===== src/hdl/axi_lite_chan_pkg.sv =====
`default_nettype none

package axi_lite_chan_pkg;

  // --------------------------------------------------
  // Bus widths
  // --------------------------------------------------

  localparam int ADDR_W = 32;
  localparam int DATA_W = 32;

  // --------------------------------------------------
  // Channel fields
  // --------------------------------------------------

  // AW address
  typedef logic [ADDR_W-1:0] addr_t;

  // W payload and one strobe per byte lane
  typedef logic [DATA_W-1:0]   data_t;
  typedef logic [DATA_W/8-1:0] strb_t;

  // AW protection attributes
  typedef logic [2:0] prot_t;

  // B response code, encoding as on the bus
  typedef enum logic [1:0] {
    RESP_OKAY   = 2'b00,
    RESP_EXOKAY = 2'b01,
    RESP_SLVERR = 2'b10,
    RESP_DECERR = 2'b11
  } resp_e;

endpackage

`default_nettype wire


===== src/hdl/lite_mux_cfg_pkg.sv =====
`default_nettype none

package lite_mux_cfg_pkg;

  // --------------------------------------------------
  // Multiplexer sizing
  // --------------------------------------------------

  // Requester ports sharing the one completer port
  localparam int NUM_PORTS = 4;

  // Outstanding writes per routing FIFO
  localparam int ROUTE_DEPTH = 4;

  // Bits needed to name one requester port
  localparam int PORT_SEL_W = 2;

  // --------------------------------------------------
  // Port-select types
  // --------------------------------------------------

  // Index of one requester port
  typedef logic [PORT_SEL_W-1:0] port_sel_t;

  // One flag per requester port
  typedef logic [NUM_PORTS-1:0] port_vec_t;

endpackage

`default_nettype wire


===== src/hdl/lite_wb_router.sv =====
`timescale 1ns/1ns
`default_nettype none

module lite_wb_router import lite_mux_cfg_pkg::*, axi_lite_chan_pkg::*; (
  input  logic                  clk_i,
  input  logic                  arst_n_i,
  input  port_sel_t             wsel_i,
  input  logic                  wsel_empty_i,
  output logic                  wsel_pop_o,
  input  port_vec_t             slv_w_valid_i,
  input  data_t [NUM_PORTS-1:0] slv_w_data_i,
  input  strb_t [NUM_PORTS-1:0] slv_w_strb_i,
  output port_vec_t             slv_w_ready_o,
  output logic                  mst_w_valid_o,
  output data_t                 mst_w_data_o,
  output strb_t                 mst_w_strb_o,
  input  logic                  mst_w_ready_i,
  input  logic                  mst_b_valid_i,
  input  resp_e                 mst_b_resp_i,
  output logic                  mst_b_ready_o,
  output port_vec_t             slv_b_valid_o,
  output resp_e [NUM_PORTS-1:0] slv_b_resp_o,
  input  port_vec_t             slv_b_ready_i
);

  port_sel_t bsel;
  logic      b_full;
  logic      b_empty;
  logic      b_pop;
  logic      w_open;

  // --------------------------------------------------
  // W channel
  // --------------------------------------------------
  // Need a queued AW and room to remember the B route
  assign w_open        = ~wsel_empty_i & ~b_full;
  assign mst_w_valid_o = w_open & slv_w_valid_i[wsel_i];
  assign mst_w_data_o  = slv_w_data_i[wsel_i];
  assign mst_w_strb_o  = slv_w_strb_i[wsel_i];
  assign wsel_pop_o    = mst_w_valid_o & mst_w_ready_i;

  // --------------------------------------------------
  // B channel
  // --------------------------------------------------
  // Response goes back to the head port only
  assign mst_b_ready_o = ~b_empty & slv_b_ready_i[bsel];
  assign b_pop         = mst_b_valid_i & mst_b_ready_o;

  for (genvar i = 0; i < NUM_PORTS; i++) begin : gen_port
    assign slv_w_ready_o[i] = mst_w_ready_i & w_open & (wsel_i == port_sel_t'(i));
    assign slv_b_valid_o[i] = mst_b_valid_i & ~b_empty & (bsel == port_sel_t'(i));
    // Code fans out, valid picks the port
    assign slv_b_resp_o[i]  = mst_b_resp_i;
  end

  // Route for each forwarded W beat
  route_fifo i_b_route (
    .clk_i    ( clk_i      ),
    .arst_n_i ( arst_n_i   ),
    .push_i   ( wsel_pop_o ),
    .data_i   ( wsel_i     ),
    .pop_i    ( b_pop      ),
    .data_o   ( bsel       ),
    .full_o   ( b_full     ),
    .empty_o  ( b_empty    )
  );

endmodule

`default_nettype wire


===== src/hdl/route_fifo.sv =====
`timescale 1ns/1ns
`default_nettype none

module route_fifo import lite_mux_cfg_pkg::*; #(
  parameter int DEPTH = ROUTE_DEPTH
) (
  input  logic      clk_i,
  input  logic      arst_n_i,
  input  logic      push_i,
  input  port_sel_t data_i,
  input  logic      pop_i,
  output port_sel_t data_o,
  output logic      full_o,
  output logic      empty_o
);

  // Storage, payload only
  port_sel_t                     mem_q [DEPTH];
  logic [$clog2(DEPTH)-1:0]      wr_ptr_q;
  logic [$clog2(DEPTH)-1:0]      rd_ptr_q;
  logic [$clog2(DEPTH+1)-1:0]    cnt_q;
  logic                          push_ok;
  logic                          pop_ok;

  assign full_o  = (int'(cnt_q) == DEPTH);
  assign empty_o = (cnt_q == '0);

  // Drop pushes when full and pops when empty
  assign push_ok = push_i & ~full_o;
  assign pop_ok  = pop_i & ~empty_o;

  // Head entry, valid only when not empty
  assign data_o = mem_q[rd_ptr_q];

  always_ff @(posedge clk_i) begin
    if (push_ok) begin
      mem_q[wr_ptr_q] <= data_i;
    end
  end

  // Pointers wrap at DEPTH, any depth allowed
  always_ff @(posedge clk_i or negedge arst_n_i) begin
    if (!arst_n_i) begin
      wr_ptr_q <= '0;
      rd_ptr_q <= '0;
      cnt_q    <= '0;
    end else begin
      if (push_ok) begin
        wr_ptr_q <= (int'(wr_ptr_q) == DEPTH - 1) ? '0 : wr_ptr_q + 1'b1;
      end
      if (pop_ok) begin
        rd_ptr_q <= (int'(rd_ptr_q) == DEPTH - 1) ? '0 : rd_ptr_q + 1'b1;
      end
      // Count moves only when one side acts alone
      if (push_ok && !pop_ok) begin
        cnt_q <= cnt_q + 1'b1;
      end else if (pop_ok && !push_ok) begin
        cnt_q <= cnt_q - 1'b1;
      end
    end
  end

endmodule

`default_nettype wire

===== config.mk =====
export PLATFORM = sky130hd
export DESIGN_NAME = lite_wb_router
export DESIGN_NICKNAME = d
export VERILOG_FILES = /design/src/hdl/axi_lite_chan_pkg.sv /design/src/hdl/lite_mux_cfg_pkg.sv /design/src/hdl/lite_wb_router.sv /design/src/hdl/route_fifo.sv
export SDC_FILE = /design/constraint.sdc
export NUM_CORES = 1
export LEC_CHECK = 0
export BUFFER_PORTS_ARGS = -buffer_cell sky130_fd_sc_hd__buf_2
export CORE_AREA = 2 2 83 85
export CTS_CLUSTER_SIZE = 40
export DETAILED_ROUTE_END_ITERATION = 12
export DIE_AREA = 0 0 85 87
export PLACE_DENSITY = 0.72
export SLEW_MARGIN = 0
export SYNTH_ARGS = -nofsm -noshare
export SYNTH_HDL_FRONTEND = slang
export SYNTH_SLANG_ARGS = --single-unit

===== constraint.sdc =====
create_clock -name clk_i -period 2.3 [get_ports clk_i]
set_input_delay 0.575 -clock clk_i [delete_from_list [all_inputs] [get_ports clk_i]]
set_output_delay 0.575 -clock clk_i [all_outputs]
set_load 0.03 [all_outputs]

==> impl_metrics.json <==
{
  "worst_pin_slew_ns": 0.320,
  "arrival_ns": 2.59,
  "max_freq_ghz": 0.406,
  "place_congestion": 0.813,
  "violations": "negative setup slack",
  "route.detailed.drc": 0,
  "finalPower_mw": 1.94,
  "insertion_delay_ns": 0.25,
  "drt-pass1-iter-count": 4,
  "grt_pass1_wl_mm": 10.2,
  "finalCritPeriodShare_pct": 107,
  "yosys.area.top_type": "mux4_2",
  "hold_path_class": "in2async",
  "cts.reportedPaths.clkPinSlew_ns": 0.06,
  "cpMaxStageDelayCell": "mux4_2",
  "syn_inst": 122,
  "numCtsBuffers": 3,
  "yosysTopAreaCellShare_pct": 47.7,
  "cpPeakStageDelay_ns": 0.53,
  "cts_hold_buffers": 0,
  "wire_per_inst_um": 16.9,
  "antenna_cells": 0,
  "power_density_mw_per_mm2": 604,
  "io_buffers": 205,
  "ir_worst_vdd_mv": 0.555,
  "path_delay_family": "multiplexers",
  "avgSynthCellArea_um2": 14.7,
  "drt-total-wl_mm": 7.00,
  "dieArea_mm2": 0.00740,
  "coreArea_mm2": 0.00657,
  "cap_violations": 0,
  "via_per_inst": 4.81,
  "synth_cell_type_count": 28,
  "synthFlopType": "edfxtp_1",
  "fin_worst_skew_ns": 0.00137,
  "ys_async_sr_fraction_pct": 46.7,
  "fin_ws_ns": -0.163,
  "crit_path_max_fanout": 3,
  "ys_seq_elements": 15,
  "core.rowCount": 30,
  "status": "finished, violations left",
  "vias": 1990,
  "clock_path_buffers": 2,
  "finalSetupViolCount": 5,
  "layout.nets": 503,
  "clkSinkCount": 15,
  "die_h_um": 87,
  "io-pin-count": 216,
  "min_period_ns": 2.46,
  "globalRouteTotalUtil_pct": 17.9,
  "ant_nets": 0,
  "p_leak_nw": 1.59,
  "synthTopCellsByArea": "mux4_2 (48%), edfxtp_1 (13%), dfrtp_1 (9.8%)",
  "criticalPathCategory": "reg2reg",
  "num-fill-cells": 609,
  "startpoint_type": "flip-flop",
  "yosysMostFrequentCell": "mux4_2",
  "syn_area_mm2": 0.00179,
  "grt_max_degree": 26,
  "place_area_mm2": 0.00294,
  "final_area_mm2": 0.00322,
  "cts.htree.levels": 1,
  "fp.dieW_um": 85,
  "yosys-top-cells-count": "mux4_2 (38), buf_4 (8), edfxtp_1 (8), nor2_1 (8), dfrtp_1 (7)",
  "required_ns": 2.43,
  "start_util_pct": 27.3,
  "ys_seq_area_share_pct": 23.2,
  "maxSlewViolCount": 0,
  "grt_overflow_total": 0,
  "rsz0062_at_grt": "yes",
  "yosys_warnings": 0,
  "worstSetupEndpointType": "flip-flop",
  "slew_headroom_pct": 78.6,
  "finalHoldViolCount": 0,
  "cts_tree": "yes",
  "synth-edff-count": 8,
  "dp_hpwl_mm": 5.89,
  "grt_pass1_vias": 2168,
  "synthesis.nets": 290,
  "antenna_found_initial": 0,
  "crit_chain": "buf_4 > mux4_2 > nand2b_4 > o22ai_2 > inv_1 > ha_2 > inv_2 > fa_2 > mux2_2",
  "final_layout_size_suffix_gt1_share_pct": 85.6,
  "cts_root_buffer": "clkbuf_8",
  "synthToLayoutAreaGrowth_pct": 79.4,
  "cp_num_buf_inv": 3,
  "drtIter0Drc": 78
}
-- report_power, final --
part / switching [mW] / internal (mW) / total [mW]
registers: 0.0714 / 0.361 / 0.432
clock network: 0.0950 / 0.120 / 0.215
logic: 0.620 / 0.678 / 1.30
-- final timing paths --
kind,endpoint,cells past startpoint,start,slack [ns]
max in group asynchronous,i_b_route.rd_ptr_q[0],1,arst_n_i,1.94
hold / removal,i_b_route.cnt_q[0],1,arst_n_i,0.17
setup / recovery,i_b_route.cnt_q[1],9,i_b_route.rd_ptr_q[0],-0.16
hold reg to reg,i_b_route.cnt_q[2],1,i_b_route.cnt_q[2],0.57
min in group clk_i,i_b_route.cnt_q[2],1,i_b_route.cnt_q[2],0.57
setup reg to reg,i_b_route.cnt_q[1],9,i_b_route.rd_ptr_q[0],-0.16
-- final cells by class --
class	count	area, µm²	share of cell area [%]
inverters	5	18.8	0.583
multi-input cells	83	1290	40.1
clock inverters	1	5.00	0.156
flip-flops and latches	15	417	12.9
clock buffers	3	41.3	1.28
repair buffers	227	1350	41.8
well taps	80	100	3.11
-- state kept, by name (all words and copies together) (netlist names) --
name	count
i_b_route.mem_q	8
i_b_route.rd_ptr_q	2
i_b_route.wr_ptr_q	2
i_b_route.cnt_q	3
-- cell usage in the layout (no fill, tap or decap), types with 2 or more instances in the layout --
cell type,instances
nor2_1,7
buf_6,8
inv_1,4
buf_12,3
and2_1,5
mux4_2,39
buf_2,192
clkbuf_16,2
ha_1,5
mux2_2,3
clkbuf_8,3
mux2_1,2
dfrtp_1,6
o31a_1,2
edfxtp_1,8
buf_4,21
xor2_1,2
-- what timing repair did --
item / CTS / global route
hold endpoints to repair: 0 / 0
pin swaps: 1 / 1
endpoints found under the setup margin: 40 / 25
cloned: 1 / 2
setup buffers: 2 / 2
resized for setup: 24 / 17
-- metrics by stage --
stage	util (%)	worst slack (ns)	hold slack [ns]	std cells	TNS (ns)
floorplan	-	-0.134	0.279	122	-0.247
global placement	44.8	-0.124	0.428	403	-2.06
detailed placement	44.8	-0.212	0.438	403	-3.11
CTS	47.3	-0.194	0.168	410	-0.568
global route	49.0	-0.265	0.169	414	-1.03
finish	49.0	-0.163	0.165	414	-0.561
-- metal layers --
| layer | share of wire, % | track usage [%] | vias up |
|---|---|---|---|
| met4 | 0.57 | 5.05 | 0 |
| met5 | 0 | 0 | - |
| met1 | 37 | 20.8 | 983 |
| met2 | 57 | 34.2 | 87 |
| met3 | 5.6 | 2.37 | 2 |
| li1 | - | - | 918 |
-- cells by family after synthesis --
kind of cell,after synthesis,synth area share (%)
buf+inv,24,7.04
xor+xnor,3,1.46
flops,15,23.2
simple gates,22,6.90
compound gates,4,1.95
fa+ha+maj,7,5.30
mux,47,54.2
Power figures use the tool's default switching activity.
