<file path="src/hdl/lite_mux_cfg_pkg.sv">
`default_nettype none

package lite_mux_cfg_pkg;

  // --------------------------------------------------
  // Multiplexer sizing
  // --------------------------------------------------

  // Requester ports sharing the one completer port
  localparam int NUM_PORTS = 4;

  // Outstanding writes per routing FIFO
  localparam int ROUTE_DEPTH = 4;

  // Bits needed to name one requester port
  localparam int PORT_SEL_W = 2;

  // --------------------------------------------------
  // Port-select types
  // --------------------------------------------------

  // Index of one requester port
  typedef logic [PORT_SEL_W-1:0] port_sel_t;

  // One flag per requester port
  typedef logic [NUM_PORTS-1:0] port_vec_t;

endpackage

`default_nettype wire

</file>
<file path="src/hdl/route_fifo.sv">
`timescale 1ns/1ns
`default_nettype none

module route_fifo import lite_mux_cfg_pkg::*; #(
  parameter int DEPTH = ROUTE_DEPTH
) (
  input  logic      clk_i,
  input  logic      arst_n_i,
  input  logic      push_i,
  input  port_sel_t data_i,
  input  logic      pop_i,
  output port_sel_t data_o,
  output logic      full_o,
  output logic      empty_o
);

  // Storage, payload only
  port_sel_t                     mem_q [DEPTH];
  logic [$clog2(DEPTH)-1:0]      wr_ptr_q;
  logic [$clog2(DEPTH)-1:0]      rd_ptr_q;
  logic [$clog2(DEPTH+1)-1:0]    cnt_q;
  logic                          push_ok;
  logic                          pop_ok;

  assign full_o  = (int'(cnt_q) == DEPTH);
  assign empty_o = (cnt_q == '0);

  // Drop pushes when full and pops when empty
  assign push_ok = push_i & ~full_o;
  assign pop_ok  = pop_i & ~empty_o;

  // Head entry, valid only when not empty
  assign data_o = mem_q[rd_ptr_q];

  always_ff @(posedge clk_i) begin
    if (push_ok) begin
      mem_q[wr_ptr_q] <= data_i;
    end
  end

  // Pointers wrap at DEPTH, any depth allowed
  always_ff @(posedge clk_i or negedge arst_n_i) begin
    if (!arst_n_i) begin
      wr_ptr_q <= '0;
      rd_ptr_q <= '0;
      cnt_q    <= '0;
    end else begin
      if (push_ok) begin
        wr_ptr_q <= (int'(wr_ptr_q) == DEPTH - 1) ? '0 : wr_ptr_q + 1'b1;
      end
      if (pop_ok) begin
        rd_ptr_q <= (int'(rd_ptr_q) == DEPTH - 1) ? '0 : rd_ptr_q + 1'b1;
      end
      // Count moves only when one side acts alone
      if (push_ok && !pop_ok) begin
        cnt_q <= cnt_q + 1'b1;
      end else if (pop_ok && !push_ok) begin
        cnt_q <= cnt_q - 1'b1;
      end
    end
  end

endmodule

`default_nettype wire
</file>
<file path="config.mk">
export PLATFORM = sky130hd
export DESIGN_NAME = route_fifo
export DESIGN_NICKNAME = d
export VERILOG_FILES = /design/src/hdl/lite_mux_cfg_pkg.sv /design/src/hdl/route_fifo.sv
export SDC_FILE = /design/constraint.sdc
export NUM_CORES = 1
export LEC_CHECK = 0
export ABC_AREA = 1
export BUFFER_PORTS_ARGS = -buffer_cell sky130_fd_sc_hd__clkbuf_2
export CORE_UTILIZATION = 55
export CTS_CLUSTER_DIAMETER = 30
export DETAILED_ROUTE_END_ITERATION = 8
export GPL_ROUTABILITY_DRIVEN = 1
export PLACE_DENSITY = 0.76
export SLEW_MARGIN = 20
export SYNTH_ARGS = -nofsm -noshare
export SYNTH_HDL_FRONTEND = slang
export SYNTH_SLANG_ARGS = --single-unit
</file>
<file path="constraint.sdc">
create_clock -name clk_i -period 5.15 [get_ports clk_i]
set_input_delay 1.03 -clock clk_i [delete_from_list [all_inputs] [get_ports clk_i]]
set_output_delay 1.03 -clock clk_i [all_outputs]
set_load 0.05 [all_outputs]
</file>
==> results.md, run 1 <==
- Unique cell type count in the Yosys netlist: 17
- Final-stage net count: 110
- WP data required: 4120 ps
- GRT Residual Overflow: 0
- Synth cell count leaders: 19 x nand2_1, 18 x inv_1, 8 x edfxtp_1, 7 x dfrtp_1
- Number of routed nets with antenna violations: 0
- Crit Path Max Fanout: 11
- Clock buffer depth: 2
- Placed Instance Area: 856 um2
- Drt drc: 0
- Ports: 10
- Period minus WS final: 2350 ps
- FF+latch area: 415 um2
- Num CTS Buffers: 3
- Ys Warns: 0
- Ys async rst share: 46.7%
- # port buffers: 9
- CTS root buf: clkbuf_4
- DP Worst Slack: 2840 ps
- Clk slew on worst S/H paths: 100 ps
- Setup CP Type: reg2out
- Sequential-to-total area share from yosys stat: 52.1%
- Area Overhead vs Synth: 10.7%
- Hold Crit Class: reg2reg
- Run status: finished, final reports clean
- Share of layout cells above drive strength 1: 18.8%
- Area of the multi-input gates: 302 um2
- WL final: 1300 um
- Die height: 40.1 um
- Max Cap Viol: 0
- Core outline area: 1320 um2
- Critical Path AT: 1320 ps
- Netlist Area Pre-Place: 797 um2
- # setup viols final: 0
- CTS tree: done
- Power per Cell Area: 617 nW/um2
- Post-synth EDFFs: 8
- Final Hold Viols: 0
- Vias/cell: 4.90
- Cell taking the most area after synthesis: edfxtp_1
- Vias: 544
- Met1 GRT Util: 25.4%
- Largest net degree at the start of global routing: 12
- Synth Instances: 84
- Drt wl/cell: 11.7 um
- Most common cell in the netlist: nand2_1
- Drt first pass iters: 4
- GR Util met2: 32.7%
- Register bit count reported by yosys: 15
- Final setup skew: 21.4 ps
- FILL cells: 99
- DIE WIDTH: 40.1 um
- Number of diodes: 0
- Syn avg cell area: 9.49 um2
- Fin area: 882 um2
- P_leak: 0.458 nW
- Hold-fix buffers, CTS: 0
- Fin crit share: 45.7%
- Worst vdd ir: 329 uV
- Initial Utilization: 60.5%
- # rows: 13
- Post-CTS Setup Inserts: 0
- Max-slew headroom: 79.3%
- Most Used Layer, Global Route: met2
- Worst slew pin tran: 310 ps
- Final Non-Filler Cells: 111
- Post-synthesis net count: 97
- Initial DRC count: 11
- First-pass GRT wire length: 2040 um
- GRT Overall Usage: 20.4%
- Placer's final routability congestion estimate: 0.818
- Synth top area share: 30.1%
- CTS Sinks: 15
- Cells after DPL: 107
- Final Max Tran Viols: 0
- Final setup TNS: 0 ps
- Commonest register cell after synthesis: edfxtp_1
- Synth top area cells: edfxtp_1 30%, dfrtp_1 22%, ha_1 9.4%
- Cells resized by post-CTS repair: 0
- DP HPWL: 1050 um
- CP Launch Type: register
- Full die area: 1610 um2
- Clock Latency Late Sink: 280 ps
- H-tree levels: 1
- Fmax: 0.425 GHz
- Final setup margin: 2800 ps
- Grt met3 use: 5.00%
- RSZ-0062 raised after global routing: false
- Setup crit end kind: output port
- Initial antenna violation count: 0
- Vias in the first global route: 471
-- power breakdown --
| group | internal (mW) | switching [mW] | total [mW] |
|---|---|---|---|
| Combinational | 0.0865 | 0.182 | 0.269 |
| Clock | 0.0300 | 0.0345 | 0.0645 |
| Sequential | 0.169 | 0.0425 | 0.211 |
| Total | 0.285 | 0.259 | 0.545 |
-- sequential cells by signal, summed over array words and instances, names as in the netlist --
name	flops
rd_ptr_q	2
cnt_q	3
mem_q	8
wr_ptr_q	2
-- final cells by class --
class	instances	area share, %
sequential	15	47.1
inverter	20	8.51
tap	15	2.13
multi-input combinational	48	34.2
timing repair buffer	9	5.11
clock buffer	4	2.98
-- stage by stage --
step / utilization [%] / hold WS, ps / total power, mW
final: 67.0 / 540 / 0.545
after global routing: 67.0 / 573 / 0.591
after CTS: 67.0 / 532 / 0.550
after detailed placement: 65.0 / 505 / 0.485
after global placement: 65.0 / 508 / 0.469
after floorplan: - / 482 / 0.424
-- per-layer routing --
metal	vias to the layer above	wire, um
li1	285	-
met1	245	562
met2	12	655
met3	2	60
met4	0	17
met5	-	0
-- cell families after synthesis --
family	synth area share [%]
simple gates	20.4
buf+inv	10.0
flops	52.1
fa+ha+maj	11.9
compound gates	4.40
xor+xnor	1.10
-- layout by cell type (no fill, tap or decap) --
| cell type | instances |
|---|---|
| clkbuf_1 | 1 |
| clkbuf_2 | 9 |
| clkbuf_4 | 3 |
| dfrtp_1 | 7 |
| edfxtp_1 | 8 |
| fa_1 | 1 |
| ha_1 | 6 |
| inv_1 | 18 |
| inv_2 | 2 |
| nand2_1 | 19 |
| nand2_2 | 1 |
| nand2_4 | 1 |
| nand3_1 | 5 |
| nand3_2 | 2 |
| nand4_1 | 1 |
| nor2_1 | 6 |
| o211ai_1 | 4 |
| o21ai_0 | 1 |
| xnor2_1 | 1 |
-- final timing paths --
check                      cells past startpoint   startpoint           to  slack [ps]
setup / recovery                               4  rd_ptr_q[0]    data_o[0]        2800
hold / removal                                 2     cnt_q[2]     cnt_q[2]         540
setup reg to reg                               9     cnt_q[0]     cnt_q[1]        3330
hold reg to reg                                2     cnt_q[2]     cnt_q[2]         540
max in group asynchronous                      1     arst_n_i  rd_ptr_q[1]        4380
min in group asynchronous                      1     arst_n_i     cnt_q[0]         570
-- worst max-delay path, stage by stage, from the launching register on --
cell	delay, ps
dfrtp_1	500
nand2_1	110
o211ai_1	80
nand2_1	80
clkbuf_2	270
Note: power is estimated with default switching activity, not from simulation.
==> run 2: changes to the inputs <==
--- a/config.mk
+++ b/config.mk
@@ -7,11 +7,11 @@
 export LEC_CHECK = 0
 export ABC_AREA = 1
 export BUFFER_PORTS_ARGS = -buffer_cell sky130_fd_sc_hd__clkbuf_2
-export CORE_UTILIZATION = 55
+export CORE_UTILIZATION = 49
 export CTS_CLUSTER_DIAMETER = 30
 export DETAILED_ROUTE_END_ITERATION = 8
 export GPL_ROUTABILITY_DRIVEN = 1
-export PLACE_DENSITY = 0.76
+export PLACE_DENSITY = 0.72
 export SLEW_MARGIN = 20
 export SYNTH_ARGS = -nofsm -noshare
 export SYNTH_HDL_FRONTEND = slang
==> constraint.sdc (replaced) <==
create_clock -name clk_i -period 2.09 [get_ports clk_i]
set_input_delay 0.418 -clock clk_i [delete_from_list [all_inputs] [get_ports clk_i]]
set_output_delay 0.418 -clock clk_i [all_outputs]
set_load 0.05 [all_outputs]
==> results.md, run 2 (synthesized netlist as in run 1, its figures left out) <==
- FF-to-FF setup slack: 330 ps (-3000 ps)
- Drt wl/cell: 10.1 um (-14%)
- Core outline area: 1510 um2 (+14%)
- Number of diodes: 0 (unchanged)
- Vias in the first global route: 499 (+5.9%)
- Max-slew headroom: 80.0% (+0.69 points)
- Area Overhead vs Synth: 12.1%
- # setup viols final: 0 (unchanged)
- Crit-path leading delay family: adder cells
- Ports: 10 (unchanged)
- Worst slew pin tran: 300 ps (-10.3 ps)
- Die height: 42.3 um (+5.7%)
- Number of routed nets with antenna violations: 0 (unchanged)
- Final Max Tran Viols: 0 (unchanged)
- Fin util: 59.3% (-7.6 points)
- Clock buffer depth: 2 (unchanged)
- Hold Crit Class: in2reg
- Period minus WS final: 1760 ps
- CTS root buf: clkbuf_4
- DP HPWL: 951 um (-9.4%)
- Worst vdd ir: 828 uV (+150%)
- DIE WIDTH: 42.3 um (+5.7%)
- Initial DRC count: 9 (-2)
- P_leak: 0.462 nW (+0.91%)
- Crit Path Max Fanout: 4 (-7)
- Final setup TNS: 0 ps (unchanged)
- CTS tree: done
- CTS Sinks: 15 (unchanged)
- CP Launch Type: register
- Clk slew on worst S/H paths: 80 ps (-20 ps)
- WL final: 1140 um (-12%)
- Max Cap Viol: 0 (unchanged)
- Most frequent cells in the layout: 19 x nand2_1, 18 x inv_1, 9 x clkbuf_2
- # rows: 14 (+1)
- RSZ-0062 raised after global routing: false
- # port buffers: 9 (unchanged)
- Full die area: 1790 um2 (+12%)
- Max reg flops: 8 (unchanged)
- Drt drc: 0 (unchanged)
- Delay of the slowest critical-path stage: 420 ps (-80 ps)
- GRT Residual Overflow: 0 (unchanged)
- First-pass GRT wire length: 2170 um (+6.1%)
- Crit path cell chain: inv_1, nand3_2, nand2_2, ha_1, inv_1, fa_1, nand2_1, nand3_1, nand2_1, nand2_1
- Cells resized by post-CTS repair: 0 (unchanged)
- CP most frequent cell: nand2_1
- Fmax: 0.568 GHz
- Vias: 551 (+1.3%)
- H-tree levels: 1 (unchanged)
- Clock Latency Late Sink: 270 ps (about the same)
- Critical-path cell with the highest stage delay: dfrtp_1
- Largest reg by FF count: mem_q
- Largest net degree at the start of global routing: 12 (unchanged)
- Drt first pass iters: 4 (unchanged)
- Share of layout cells above drive strength 1: 18.6% (-0.19 points)
- Fin crit share: 84.3%
- GRT Overall Usage: 16.9% (-3.5 points)
- Final-stage net count: 111 (+0.91%)
- WP data required: 2260 ps (-1860 ps)
- Hold Slack: 364 ps (-176 ps)
- Crit path buf inv count: 2 (+1)
- Final Hold Viols: 0 (unchanged)
- Setup CP Type: reg2reg
- Most common cell after layout, fill and taps aside: nand2_1
- Initial Utilization: 52.9% (-7.6 points)
- Post-CTS Setup Inserts: 0 (unchanged)
- Run status: finished, final reports clean
- Final setup skew: 0.954 ps (-20.5 ps)
- Critical Path AT: 1930 ps (+610 ps)
- Initial antenna violation count: 0 (unchanged)
- Power per Cell Area: 1480 nW/um2 (+140%)
- Setup crit end kind: register
- Num CTS Buffers: 3 (unchanged)
- Vias/cell: 4.88 (-0.51%)
- Placer's final routability congestion estimate: 0.881 (+7.7%)
- Hold-fix buffers, CTS: 1 (+1)
- Regs by FF count: mem_q (8), cnt_q (3)
## run 2: cell count changes in the layout (fill, tap and decap cells not counted)
cell,delta
dlygate4sd3_1,+1
## run 2: cell type report
class	instances	area [um2]
inverter	20	75.1
multi-input combinational	48	302
sequential	15	415
clock buffer	4	26.3
tap	16	20.0
fill	145	613
timing repair buffer	10	55.1
## run 2: per-layer routing
metal	track usage [%]	share of wire (%)
met5	0	0
met2	25.2	49
met1	21.7	45
met4	9.38	0.88
met3	5.17	4.7
## run 2: worst paths after layout
path,start,to,depth (start not counted)
setup reg to reg,cnt_q[2],cnt_q[2],10
min in group asynchronous,arst_n_i,wr_ptr_q[0],2
setup / recovery,cnt_q[2],cnt_q[2],10
hold reg to reg,wr_ptr_q[1],wr_ptr_q[1],2
hold / removal,data_i[0],mem_q[1][0],1
max in group asynchronous,arst_n_i,wr_ptr_q[1],2
## run 2: metrics by stage
step	setup slack [ps]	std cells	total power, mW	area [um2]
final	328	113	1.32	893
after global routing	139	113	1.48	893
after CTS	326	113	1.35	893
after detailed placement	333	108	1.18	857
after global placement	392	108	1.16	857
after floorplan	436	84	1.05	797
## run 2: report_power, final
part / switching [mW] / total (mW) / leakage (nW) / internal, mW
combinational: 0.439 / 0.653 / 0.289 / 0.214
sequential: 0.102 / 0.517 / 0.158 / 0.416
clock: 0.0803 / 0.154 / 0.0150 / 0.0738
total: 0.621 / 1.32 / 0.462 / 0.704
==> run 3: changes to the inputs <==
==> constraint.sdc (replaced) <==
create_clock -name clk_i -period 1.6 [get_ports clk_i]
set_input_delay 0.32 -clock clk_i [delete_from_list [all_inputs] [get_ports clk_i]]
set_output_delay 0.32 -clock clk_i [all_outputs]
set_load 0.05 [all_outputs]
==> results.md, run 3 (synthesized netlist as in run 1, its figures left out) <==
- Largest reg by FF count: mem_q
- Area Overhead vs Synth: 32.2%
- Met1 GRT Util: 17.5% (-4.2 points)
- Max-slew headroom: 85.6% (+5.6 points)
- Grt met3 use: 2.59% (-2.6 points)
- Fin crit share: 104% (+20 points)
- Number of routed nets with antenna violations: 0 (unchanged)
- Vias/cell: 5.01 (+2.7%)
- Initial DRC count: 15 (+6)
- CP Launch Type: register
- # setup viols final: 1 (+1)
- Clk slew on worst S/H paths: 90 ps (about the same)
- Setup CP Type: reg2reg
- WL final: 1510 um (+33%)
- GRT Residual Overflow: 0 (unchanged)
- Num CTS Buffers: 3 (unchanged)
- Hold Crit Class: in2reg
- Delay of the slowest critical-path stage: 440 ps (+20 ps)
- Placer's final routability congestion estimate: 0.789 (-10%)
- Crit Path Max Fanout: 3 (-1)
- Final Hold Viols: 0 (unchanged)
- Power per Cell Area: 2070 nW/um2 (+40%)
- Fmax: 0.601 GHz (+5.9%)
- CTS tree: done
- Drt first pass iters: 4 (unchanged)
- Max reg flops: 8 (unchanged)
- Largest net degree at the start of global routing: 12 (unchanged)
- Hold Slack: 248 ps (-116 ps)
- Clock buffer depth: 2 (unchanged)
- Most Used Layer, Global Route: met2
- Max Cap Viol: 0 (unchanged)
- Final setup TNS: -63.7 ps (-63.7 ps)
- Crit path cell chain: inv_2, nand3_2, nand2_2, ha_4, inv_4, fa_2, inv_1, nand2_1, nand4_1, nand2_1
- Worst vdd ir: 1140 uV (+38%)
- H-tree levels: 1 (unchanged)
- Worst slew pin tran: 215 ps (-84.4 ps)
- Critical Path AT: 1850 ps (-80 ps)
- RSZ-0062 raised after global routing: true
- Vias: 631 (+15%)
- Placed Instance Area: 917 um2 (+7.0%)
- First-pass GRT wire length: 2220 um (+2.5%)
- CP most frequent cell: nand2_1
- DIE WIDTH: 42.3 um (unchanged)
- Clock Latency Late Sink: 290 ps (+20 ps)
- Violated checks: setup timing
- Core outline area: 1510 um2 (unchanged)
- Drt wl/cell: 12.0 um (+19%)
- Regs by FF count: mem_q (8), cnt_q (3)
- Drt drc: 0 (unchanged)
- WP data required: 1780 ps (-480 ps)
- Vias in the first global route: 568 (+14%)
- Period minus WS final: 1660 ps (-98.3 ps)
- Initial Utilization: 52.9% (unchanged)
- Final setup skew: 6.53 ps (+5.57 ps)
- Number of diodes: 0 (unchanged)
- Setup crit end kind: register
- # port buffers: 9 (unchanged)
- Fin util: 69.9% (+11 points)
- Full die area: 1790 um2 (unchanged)
- Most frequent cells in the layout: 18 x nand2_1, 13 x inv_1, 11 x buf_4
- Initial antenna violation count: 0 (unchanged)
- GRT Overall Usage: 17.1% (+0.21 points)
- Ports: 10 (unchanged)
- Power Total: 2.19 mW (+65%)
- Fin area: 1050 um2 (+18%)
- Run status: finished with violations
- CTS root buf: clkbuf_4
- DP HPWL: 1000 um (+5.4%)
- Final-stage net count: 124 (+12%)
- Final Max Tran Viols: 0 (unchanged)
- Critical-path cell with the highest stage delay: dfrtp_1
- Most common cell after layout, fill and taps aside: nand2_1
- # rows: 14 (unchanged)
- Die height: 42.3 um (unchanged)
- P_leak: 0.527 nW (+14%)
- Final setup margin: -63.7 ps (-392 ps)
- CTS Sinks: 15 (unchanged)
- GR Util met2: 32.3% (+7.1 points)
- Share of layout cells above drive strength 1: 36.4% (+18 points)
-- run 3: layout make-up --
type	count	area (um2)
Clock buffer	4	26.3
Fill cell	122	453
Inverter	20	77.6
Multi-Input combinational cell	48	327
Sequential cell	15	417
Tap cell	16	20.0
Timing Repair Buffer	23	186
-- run 3: worst max-delay path, delay by kind of cell (launching register included) --
| kind | cells | cell delay, ps |
|---|---|---|
| fa+ha+maj | 2 | 500 |
| flops | 1 | 440 |
| simple gates | 5 | 430 |
| buf+inv | 3 | 180 |
-- run 3: layer usage --
| layer | wire length, um | part of all wire, % |
|---|---|---|
| met3 | 48 | 3.2 |
| met4 | 29 | 1.9 |
| met2 | 857 | 57 |
| met5 | 0 | 0 |
| met1 | 577 | 38 |
-- run 3: stage by stage --
stage               setup slack [ps]  cells
floorplan                      -5.67     84
global placement                1.47    113
detailed placement             -24.8    113
CTS                            0.187    120
global route                    -117    126
finish                         -63.7    126
-- run 3: path summary, 6_finish.rpt --
path	from	end	slack, ps	cells after the start
worst max-delay path	cnt_q[2]	cnt_q[2]	-60	10
worst min-delay path	data_i[0]	mem_q[3][0]	250	1
worst max register to register	cnt_q[2]	cnt_q[2]	-60	10
worst min register to register	wr_ptr_q[1]	wr_ptr_q[1]	540	2
max in group asynchronous	arst_n_i	rd_ptr_q[0]	1040	2
min in group asynchronous	arst_n_i	cnt_q[2]	390	2
-- run 3: timing repair --
| item | 4_1_cts | 5_1_grt |
|---|---|---|
| resized for setup | 9 | 12 |
| buffers inserted | 2 | 6 |
| hold buffers | 1 | 0 |
| endpoints found under the setup margin | 6 | 6 |
| pin swaps | 3 | 8 |
| hold endpoints to repair | 7 | 0 |
-- run 3: power breakdown --
part | switching (mW) | internal (mW) | total, mW
combinational | 0.741 | 0.578 | 1.32
sequential | 0.0986 | 0.545 | 0.644
clock | 0.125 | 0.0970 | 0.222
total | 0.965 | 1.22 | 2.19
